<file path="src/verilog/axi_consts.svh">
`ifndef AXI_CONSTS_SVH
`define AXI_CONSTS_SVH

// AR channel field widths
`define AXI_ID_BITS    4
`define AXI_TAG_BITS   4
`define AXI_IDS_BITS   8  // Tag followed by master id
`define AXI_ADDR_BITS  32
`define AXI_LEN_BITS   4
`define AXI_SIZE_BITS  3
`define AXI_BURST_BITS 2

// Address map, both bounds inclusive
`define S0_BASE 32'h0000_0000
`define S0_LAST 32'h0000_FFFF
`define S1_BASE 32'h0001_0000
`define S1_LAST 32'h0001_FFFF

`endif

</file>
<file path="src/verilog/axi_pkg.sv">
`include "axi_consts.svh"

package axi_pkg;

  typedef logic [`AXI_ID_BITS-1:0]    axi_id_t;
  typedef logic [`AXI_IDS_BITS-1:0]   axi_ids_t;  // Slave side id
  typedef logic [`AXI_ADDR_BITS-1:0]  axi_addr_t;
  typedef logic [`AXI_LEN_BITS-1:0]   axi_len_t;
  typedef logic [`AXI_SIZE_BITS-1:0]  axi_size_t;
  typedef logic [`AXI_BURST_BITS-1:0] axi_burst_t;

  // Grant lock of the shared path
  typedef enum logic [1:0] {
    LOCK_FREE,
    LOCK_M0,
    LOCK_M1
  } ar_lock_t;

  typedef enum logic [1:0] {
    SLAVE_0,
    SLAVE_1,
    SLAVE_DEFAULT
  } slave_sel_t;

  // Tags put in front of the id so responses find their way back
  localparam logic [`AXI_TAG_BITS-1:0] MASTER_0_TAG = 4'h1;
  localparam logic [`AXI_TAG_BITS-1:0] MASTER_1_TAG = 4'h2;

  function automatic slave_sel_t addr_decode(input axi_addr_t addr);
    if (addr >= `S0_BASE && addr <= `S0_LAST) begin
      return SLAVE_0;
    end
    if (addr >= `S1_BASE && addr <= `S1_LAST) begin
      return SLAVE_1;
    end
    return SLAVE_DEFAULT;  // Unmapped space
  endfunction

endpackage

</file>
<file path="src/verilog/ar_chan_if.sv">
`timescale 1ns/100ps

// One AR request path, granted master towards the decoder
interface ar_chan_if
  import axi_pkg::*;
();

  axi_ids_t   id;
  axi_addr_t  addr;
  axi_len_t   len;
  axi_size_t  size;
  axi_burst_t burst;
  logic       valid;
  logic       ready;

  modport src (
    output id,
    output addr,
    output len,
    output size,
    output burst,
    output valid,
    input  ready
  );

  modport dst (
    input  id,
    input  addr,
    input  len,
    input  size,
    input  burst,
    input  valid,
    output ready
  );

endinterface

</file>
<file path="src/verilog/ar_arbiter.sv">
`timescale 1ns/100ps

module ar_arbiter
  import axi_pkg::*;
(
  input  logic       clk,
  input  logic       rstn,
  // Master 0
  input  axi_id_t    m0_id,
  input  axi_addr_t  m0_addr,
  input  axi_len_t   m0_len,
  input  axi_size_t  m0_size,
  input  axi_burst_t m0_burst,
  input  logic       m0_valid,
  output logic       m0_ready,
  // Master 1
  input  axi_id_t    m1_id,
  input  axi_addr_t  m1_addr,
  input  axi_len_t   m1_len,
  input  axi_size_t  m1_size,
  input  axi_burst_t m1_burst,
  input  logic       m1_valid,
  output logic       m1_ready,
  ar_chan_if.src     out
);

  ar_lock_t lock;
  ar_lock_t lock_next;
  logic     gnt_m0;
  logic     gnt_m1;
  logic     done;

  assign done = out.valid && out.ready;

  always_ff @(posedge clk or negedge rstn) begin
    if (!rstn) begin
      lock <= LOCK_FREE;
    end else begin
      lock <= lock_next;
    end
  end

  // Grant by lock, else fixed priority to m0
  always_comb begin
    gnt_m0 = 1'b0;
    gnt_m1 = 1'b0;
    case (lock)
      LOCK_M0: gnt_m0 = 1'b1;
      LOCK_M1: gnt_m1 = 1'b1;
      default: begin
        gnt_m0 = m0_valid;
        gnt_m1 = !m0_valid && m1_valid;
      end
    endcase
  end

  always_comb begin
    lock_next = lock;
    case (lock)
      LOCK_M0: begin
        if (done) begin
          lock_next = m1_valid ? LOCK_M1 : LOCK_FREE;  // Hand over if m1 waits
        end
      end
      LOCK_M1: begin
        if (done) begin
          lock_next = m0_valid ? LOCK_M0 : LOCK_FREE;
        end
      end
      default: begin
        if (gnt_m0 && !out.ready) begin
          lock_next = LOCK_M0;  // Stalled, hold the grant
        end else if (gnt_m1 && !out.ready) begin
          lock_next = LOCK_M1;
        end else begin
          lock_next = LOCK_FREE;
        end
      end
    endcase
  end

  // Request mux, zero when nobody is granted
  always_comb begin
    out.id    = '0;
    out.addr  = '0;
    out.len   = '0;
    out.size  = '0;
    out.burst = '0;
    out.valid = 1'b0;
    if (gnt_m0) begin
      out.id    = {MASTER_0_TAG, m0_id};
      out.addr  = m0_addr;
      out.len   = m0_len;
      out.size  = m0_size;
      out.burst = m0_burst;
      out.valid = m0_valid;
    end else if (gnt_m1) begin
      out.id    = {MASTER_1_TAG, m1_id};
      out.addr  = m1_addr;
      out.len   = m1_len;
      out.size  = m1_size;
      out.burst = m1_burst;
      out.valid = m1_valid;
    end
  end

  assign m0_ready = gnt_m0 && out.ready;
  assign m1_ready = gnt_m1 && out.ready;

endmodule

</file>
<file path="src/verilog/ar_decoder.sv">
`timescale 1ns/100ps

module ar_decoder
  import axi_pkg::*;
(
  ar_chan_if.dst     in,
  // Slave 0
  output axi_ids_t   s0_id,
  output axi_addr_t  s0_addr,
  output axi_len_t   s0_len,
  output axi_size_t  s0_size,
  output axi_burst_t s0_burst,
  output logic       s0_valid,
  input  logic       s0_ready,
  // Slave 1
  output axi_ids_t   s1_id,
  output axi_addr_t  s1_addr,
  output axi_len_t   s1_len,
  output axi_size_t  s1_size,
  output axi_burst_t s1_burst,
  output logic       s1_valid,
  input  logic       s1_ready,
  // Default slave
  output axi_ids_t   s2_id,
  output axi_addr_t  s2_addr,
  output axi_len_t   s2_len,
  output axi_size_t  s2_size,
  output axi_burst_t s2_burst,
  output logic       s2_valid,
  input  logic       s2_ready
);

  slave_sel_t sel;

  assign sel = addr_decode(in.addr);

  always_comb begin
    {s0_id, s0_addr, s0_len, s0_size, s0_burst, s0_valid} = '0;
    {s1_id, s1_addr, s1_len, s1_size, s1_burst, s1_valid} = '0;
    {s2_id, s2_addr, s2_len, s2_size, s2_burst, s2_valid} = '0;
    in.ready = 1'b0;
    case (sel)
      SLAVE_0: begin
        s0_id    = in.id;
        s0_addr  = in.addr;
        s0_len   = in.len;
        s0_size  = in.size;
        s0_burst = in.burst;
        s0_valid = in.valid;
        in.ready = s0_ready;
      end
      SLAVE_1: begin
        s1_id    = in.id;
        s1_addr  = in.addr;
        s1_len   = in.len;
        s1_size  = in.size;
        s1_burst = in.burst;
        s1_valid = in.valid;
        in.ready = s1_ready;
      end
      default: begin  // Anything unmapped
        s2_id    = in.id;
        s2_addr  = in.addr;
        s2_len   = in.len;
        s2_size  = in.size;
        s2_burst = in.burst;
        s2_valid = in.valid;
        in.ready = s2_ready;
      end
    endcase
  end

endmodule

</file>
<file path="src/verilog/ar_crossbar.sv">
`timescale 1ns/100ps

module ar_crossbar
  import axi_pkg::*;
(
  input  logic       clk,
  input  logic       rstn,
  // Master 0
  input  axi_id_t    m0_id,
  input  axi_addr_t  m0_addr,
  input  axi_len_t   m0_len,
  input  axi_size_t  m0_size,
  input  axi_burst_t m0_burst,
  input  logic       m0_valid,
  output logic       m0_ready,
  // Master 1
  input  axi_id_t    m1_id,
  input  axi_addr_t  m1_addr,
  input  axi_len_t   m1_len,
  input  axi_size_t  m1_size,
  input  axi_burst_t m1_burst,
  input  logic       m1_valid,
  output logic       m1_ready,
  // Slave 0
  output axi_ids_t   s0_id,
  output axi_addr_t  s0_addr,
  output axi_len_t   s0_len,
  output axi_size_t  s0_size,
  output axi_burst_t s0_burst,
  output logic       s0_valid,
  input  logic       s0_ready,
  // Slave 1
  output axi_ids_t   s1_id,
  output axi_addr_t  s1_addr,
  output axi_len_t   s1_len,
  output axi_size_t  s1_size,
  output axi_burst_t s1_burst,
  output logic       s1_valid,
  input  logic       s1_ready,
  // Default slave
  output axi_ids_t   s2_id,
  output axi_addr_t  s2_addr,
  output axi_len_t   s2_len,
  output axi_size_t  s2_size,
  output axi_burst_t s2_burst,
  output logic       s2_valid,
  input  logic       s2_ready
);

  ar_chan_if ar_bus ();  // Granted request

  ar_arbiter u_arbiter (
    .clk      (clk),
    .rstn     (rstn),
    .m0_id    (m0_id),
    .m0_addr  (m0_addr),
    .m0_len   (m0_len),
    .m0_size  (m0_size),
    .m0_burst (m0_burst),
    .m0_valid (m0_valid),
    .m0_ready (m0_ready),
    .m1_id    (m1_id),
    .m1_addr  (m1_addr),
    .m1_len   (m1_len),
    .m1_size  (m1_size),
    .m1_burst (m1_burst),
    .m1_valid (m1_valid),
    .m1_ready (m1_ready),
    .out      (ar_bus.src)
  );

  ar_decoder u_decoder (
    .in       (ar_bus.dst),
    .s0_id    (s0_id),
    .s0_addr  (s0_addr),
    .s0_len   (s0_len),
    .s0_size  (s0_size),
    .s0_burst (s0_burst),
    .s0_valid (s0_valid),
    .s0_ready (s0_ready),
    .s1_id    (s1_id),
    .s1_addr  (s1_addr),
    .s1_len   (s1_len),
    .s1_size  (s1_size),
    .s1_burst (s1_burst),
    .s1_valid (s1_valid),
    .s1_ready (s1_ready),
    .s2_id    (s2_id),
    .s2_addr  (s2_addr),
    .s2_len   (s2_len),
    .s2_size  (s2_size),
    .s2_burst (s2_burst),
    .s2_valid (s2_valid),
    .s2_ready (s2_ready)
  );

endmodule

</file>
<file path="config.mk">
export PLATFORM = sky130hd
export DESIGN_NAME = ar_crossbar
export DESIGN_NICKNAME = d
export VERILOG_FILES = /design/src/verilog/axi_pkg.sv /design/src/verilog/ar_chan_if.sv /design/src/verilog/ar_arbiter.sv /design/src/verilog/ar_decoder.sv /design/src/verilog/ar_crossbar.sv
export VERILOG_INCLUDE_DIRS = /design/src /design/src/verilog
export SDC_FILE = /design/constraint.sdc
export NUM_CORES = 1
export LEC_CHECK = 0
export BUFFER_PORTS_ARGS = -buffer_cell sky130_fd_sc_hd__buf_2
export CAP_MARGIN = 20
export CORE_AREA = 4 4 95 97
export DETAILED_ROUTE_END_ITERATION = 10
export DIE_AREA = 0 0 99 101
export PLACE_DENSITY = 0.58
export SYNTH_ARGS = -nofsm -noshare
export SYNTH_HDL_FRONTEND = slang
export SYNTH_SLANG_ARGS = --single-unit
</file>
<file path="constraint.sdc">
create_clock -name clk -period 3.85 [get_ports clk]
set_clock_uncertainty 0.2 [all_clocks]
set_input_delay 0.1925 -clock clk [delete_from_list [all_inputs] [get_ports clk]]
set_output_delay 0.1925 -clock clk [all_outputs]
set_load 0.01 [all_outputs]
</file>
==> results of run 1 <==
## cell usage in the layout, fill, tap and decap left out
cell type	count
nand3b_1	1
o21ai_4	1
inv_1	3
nand4_1	2
o31ai_1	1
nand2b_1	2
conb_1	37
nor3_1	2
nor2b_1	1
buf_4	6
nand2_1	2
and3b_1	1
ha_1	2
o311ai_1	1
a22oi_1	29
buf_2	211
mux2_4	2
a221oi_4	1
dfrtp_1	2
mux2_2	1
o21ai_0	3
or3_1	1
a21oi_1	1
mux2i_1	1
and4bb_2	1
a22o_1	15
nor2_1	100
a41oi_1	1
nand4b_1	1
nor4_1	6
mux2i_2	1
and2_1	2
clkbuf_8	3
a21oi_4	1
dlygate4sd3_1	1
## layout make-up
type	count	area, sq um	area share
clock buffer	3	41.3	0.0162
sequential	2	50.0	0.0197
timing repair buffer	218	1110	0.437
multi-input combinational	220	1200	0.471
inverter	3	11.3	0.00442
tap	105	131	0.0516
## worst max-delay path by stage
stage / slack, ns / end / startpoint
2_1_floorplan: 1.09 / u_arbiter.lock[1]$_DFFE_PN0P_ / u_arbiter.lock[0]$_DFFE_PN0P_
3_3_place_gp: 0.72 / u_arbiter.lock[1]$_DFFE_PN0P_ / u_arbiter.lock[0]$_DFFE_PN0P_
3_5_place_dp: 0.62 / u_arbiter.lock[1]$_DFFE_PN0P_ / u_arbiter.lock[0]$_DFFE_PN0P_
4_1_cts: 0.51 / m1_ready / u_arbiter.lock[0]$_DFFE_PN0P_
5_1_grt: 0.32 / m1_ready / u_arbiter.lock[0]$_DFFE_PN0P_
6_report: 0.50 / m1_ready / u_arbiter.lock[0]$_DFFE_PN0P_
## logic make-up (layout without fill, tap and decap cells)
family          count (synthesis)  in the layout
compound gates                 54             54
other cells                     1             37
simple gates                  122            122
mux                             5              5
flops                           2              2
fa+ha+maj                       2              2
buf+inv                        60            224
## layer usage
metal,share of wire,up-vias,track usage
li1,-,1182,-
met1,0.38,1110,0.176
met2,0.51,156,0.244
met3,0.092,14,0.0159
met4,0.014,0,0.0294
met5,0,-,0
## through the flow
stage | total power, mW | cells
3_5_place_dp | 1.39 | 547
5_1_grt | 1.61 | 551
2_1_floorplan | 0.892 | 282
6_report | 1.47 | 551
4_1_cts | 1.48 | 551
3_3_place_gp | 1.38 | 547
## power by group through the flow
stage	Combinational, mW	Sequential [mW]	Clock [mW]
CTS	1.36	0.0319	0.0858
global placement	1.35	0.0315	0
detailed placement	1.36	0.0321	0
floorplan	0.861	0.0312	0
global route	1.49	0.0330	0.0900
finish	1.36	0.0323	0.0830
## critical path, stage by stage, from the launching register on
cell and delay, ns:
dfrtp_1 0.34, inv_1 0.06, ha_1 0.47, mux2_4 0.55, a221oi_4 0.42, mux2_4 0.33, mux2i_2 0.33, a21oi_1 0.08
buf_2 0.16
## timing repair
action	in CTS	in global routing
endpoints found under the setup margin	0	0
hold buffers	1	0
hold endpoints to repair	2	0
==> flow_summary.yaml, run 1 <==
layout:
  fin_util: 0.313
  regMostFlops: "u_arbiter.lock"
  fillers: 908
  syn_to_final_growth_pct: 72.4
  largest_register_ffs: 2
  layout-drive-gt1-share: 0.511
  final_nets: 547
  final_cell_area_sq_mm: 0.00254
  antenna_cells: 0
  layout_top_registers: "u_arbiter.lock (2)"
clock_tree:
  cts_buffers: 3
  cts_tree: "done"
  post-cts-setup-buffers: 0
  clkSinkCount: 2
  clkTransAtPathRegs_ns: 0.03
  ctsResizeCount: 0
  worstSkewPairLatency_ns: 0.21
  cts_max_level: 1
  clk_path_buf_depth: 2
  root_buffer: "clkbuf_8"
floorplanning:
  num_rows: 33
  initial_utilization: 0.182
  die_y_microns: 101
  ios: 249
  die_w_microns: 99
  core-area_sq_mm: 0.00813
  die-area_sq_mm: 0.0100
critical_path:
  r2r-start: "u_arbiter.lock[0]$_DFFE_PN0P_"
  worst_ep_required_time_ns: 3.46
  r2r_cells: 8
  criticalPathCategory: "reg2out"
  worst_ep_arrival_time_ns: 2.96
  r2r-end: "u_arbiter.lock[1]$_DFFE_PN0P_"
  cp-end-kind: "primary output"
  r2r_slack_ns: 0.58
  crit_fanout: 45
  start_kind: "register"
logic_synthesis:
  syn_area_sq_mm: 0.00148
  yosys.area_share.simple: 0.351
  synth_seq_cells: 2
  synth_top_family_by_area: "simple AND/OR/NAND/NOR gates"
  ys_top_cells_by_count: "nor2_1 (100), buf_4 (37), a22oi_1 (29)"
  synth_edf_count: 0
  ys_warn_count: 0
  ys_seq_area_frac: 0.0339
  async_flop_share: 1.00
  yosysMostFrequentCell: "nor2_1"
  synth_top_area_share: 0.254
  synth_mux_area_frac: 0.0441
  synth_area_leaders: "nor2_1 (25%), buf_4 (19%), a22oi_1 (15%)"
  netlist_instances: 246
  ys.flop_type: "dfrtp_1"
  yosys.area.top_type: "nor2_1"
  synthAdderAreaFrac: 0.0169
  synthDistinctLibCells: 35
  synth_xor_area_frac: 0
  synth_compound_area_frac: 0.297
  postSynthAreaPerCell_sq_um: 6.00
timing:
  finalCritPeriodShare: 0.871
  max_freq_mhz: 298
  hold_slack_ns: 0.0976
  grt_setup_unrepaired: "false"
  finalHoldViolCount: 0
  setup_slack_ns: 0.495
  max_slew_margin: 0.612
  worst_pin_slew_ns: 0.580
  tns_ns: 0
  fin_crit_ns: 3.35
  slew_violations: 0
  setup_viol: 0
detailed_routing:
  vias: 2462
  wire_per_inst_microns: 14.3
  vias_per_cell: 4.47
  first_pass_iters: 5
  drt-initial-drc-count: 90
  drc: 0
  ant_nets: 0
  wl_microns: 7890
power_and_ir_drop:
  clkPwrFrac: 0.056
  sw_frac_of_total: 0.592
  combPwrFrac: 0.922
  power-per-cell-area_mw_per_mm2: 579
  internal_power_uw: 601
  seqPwrFrac: 0.022
  cellLeakagePower_nw: 1.57
  p_sw_uw: 872
  irDropWorstVdd_mv: 0.399
place:
  gp_congestion: 0.792
  portBuffers: 211
  dp_worst_setup_slack_ns: 0.624
  placed_area_sq_mm: 0.00249
  hpwlAfterDp_microns: 6470
grt:
  grt_pass1_wl_microns: 11400
  grt_pass1_vias: 2264
  antenna_found_initial: 0
  grt_max_degree: 46
  grt.overflow.total: 0
  grt_use_total: 0.136
worst_hold_path:
  hp-class: "in2async"
status:
  status: "finished, final reports clean"
job:
  drv_cap: 0
(Power assumes the default switching activity.)
==> inputs of run 2 (changes only) <==
Settings changed: REMOVE_ABC_BUFFERS set to 1.
==> flow_summary.yaml, run 2 (synthesized netlist as in run 1, its figures left out) <==
detailed_routing:
  ant_nets: 0
  vias_per_cell: 4.45
  wire_per_inst_microns: 13.8
  wl_microns: 7600
  vias: 2450
  first_pass_iters: 4
  drt-initial-drc-count: 81
  drc: 0
layout:
  final_nets: 546
  final_cell_area_sq_mm: 0.00254
  regMostFlops: "u_arbiter.lock"
  layout_commonest_cell: "buf_2"
  layout-drive-gt1-share: 0.510
  largest_register_ffs: 2
  fin_util: 0.312
  antenna_cells: 0
  syn_to_final_growth_pct: 71.9
  layout_common_cells: "buf_2 (211), nor2_1 (100), conb_1 (37)"
  fillers: 923
  layout_top_registers: "u_arbiter.lock (2)"
  layoutNonFillerInstCount: 550
clock_tree:
  cts_tree: "done"
  root_buffer: "clkbuf_8"
  worstSkewPairLatency_ns: 0.21
  clkTransAtPathRegs_ns: 0.03
  cts_max_level: 1
  post-cts-setup-buffers: 0
  ctsResizeCount: 0
  cts-hold-fix-buffers: 1
  cts_buffers: 3
  clkSinkCount: 2
  clk_path_buf_depth: 2
floorplanning:
  num_rows: 33
  ios: 249
  die-area_sq_mm: 0.0100
  die_w_microns: 99
  die_y_microns: 101
  initial_utilization: 0.182
  core-area_sq_mm: 0.00813
critical_path:
  crit_slowest_cell: "ha_1"
  r2r_slack_ns: 0.88
  start_kind: "register"
  criticalPathCategory: "reg2out"
  worstPathCellList: "inv_1, ha_1, mux2i_1, a41oi_1, a21oi_4, nand2b_1, buf_4, nor2_1, buf_2"
  worst_ep_arrival_time_ns: 2.78
  worst_ep_required_time_ns: 3.46
  slowest_delay_ns: 0.46
  cp-end-kind: "primary output"
  crit_family: "compound AO/OA/AOI/OAI gates"
  crit_buf_inv: 3
  crit_fanout: 31
timing:
  slew_violations: 0
  max_freq_mhz: 316
  setup_slack_ns: 0.681
  fin_crit_ns: 3.17
  tns_ns: 0
  setup_viol: 0
  hold_slack_ns: 0.105
  finalCritPeriodShare: 0.823
  grt_setup_unrepaired: "false"
  finalHoldViolCount: 0
grt:
  grt_use_total: 0.131
  antenna_found_initial: 0
  grt_pass1_wl_microns: 11000
  grt_max_degree: 46
  grt.overflow.total: 0
  grt_pass1_vias: 2274
place:
  place_inst: 546
  hpwlAfterDp_microns: 6130
  placed_area_sq_mm: 0.00249
  portBuffers: 211
  gp_congestion: 0.784
  dp_worst_setup_slack_ns: 0.839
worst_hold_path:
  hp-class: "in2async"
job:
  drv_cap: 0
status:
  status: "finished, final reports clean"
power_and_ir_drop:
  cellLeakagePower_nw: 1.57
  irDropWorstVdd_mv: 0.322
  finalPower_mw: 1.46
  power-per-cell-area_mw_per_mm2: 575
[run 2: cell count changes in the layout (fill, tap and decap cells not counted), sizes merged]
| cell | before | now |
|---|---|---|
| buf | 217 | 216 |
[run 2: metal layers]
| metal | vias up | wire length (microns) | track usage |
|---|---|---|---|
| met3 | 8 | 827 | 0.0180 |
| li1 | 1179 | - | - |
| met4 | 0 | 61 | 0.0231 |
| met2 | 168 | 3760 | 0.241 |
| met5 | - | 0 | 0 |
| met1 | 1095 | 2950 | 0.163 |
[run 2: final timing paths]
path                                                    start                            end  depth (start not counted)
worst max-delay path            u_arbiter.lock[0]$_DFFE_PN0P_                     s1_addr[4]                          9
worst min-delay path                                     rstn  u_arbiter.lock[1]$_DFFE_PN0P_                          2
worst max register to register  u_arbiter.lock[0]$_DFFE_PN0P_  u_arbiter.lock[1]$_DFFE_PN0P_                          8
worst min register to register  u_arbiter.lock[1]$_DFFE_PN0P_  u_arbiter.lock[1]$_DFFE_PN0P_                          2
max in group asynchronous                                rstn  u_arbiter.lock[0]$_DFFE_PN0P_                          2
min in group clk                                     m0_valid  u_arbiter.lock[0]$_DFFE_PN0P_                          3
[run 2: final cells by class]
cell class	count	area (sq um)	share of cell area
Tap cell	105	131	0.0518
Clock buffer	3	41.3	0.0163
Sequential cell	2	50.0	0.0197
Multi-Input combinational cell	220	1200	0.473
Inverter	3	11.3	0.00444
Timing Repair Buffer	217	1100	0.435
[run 2: worst register-to-register path: cells and delay by family, from the launching register on]
kind                     cells  cell delay, ns
multiplexers                 3            1.19
buffers and inverters        1            0.05
adder cells (fa/ha/maj)      1            0.46
flip-flops                   1            0.33
AO/OA/AOI/OAI                3            0.64
[run 2: report_power, final]
group / switching, mW / total, mW / internal, mW / leakage (nW)
clock network: 0.0158 / 0.0819 / 0.0661 / 0.0216
registers: 0.00338 / 0.0315 / 0.0282 / 0.0268
logic: 0.846 / 1.35 / 0.501 / 1.52
total: 0.865 / 1.46 / 0.595 / 1.57
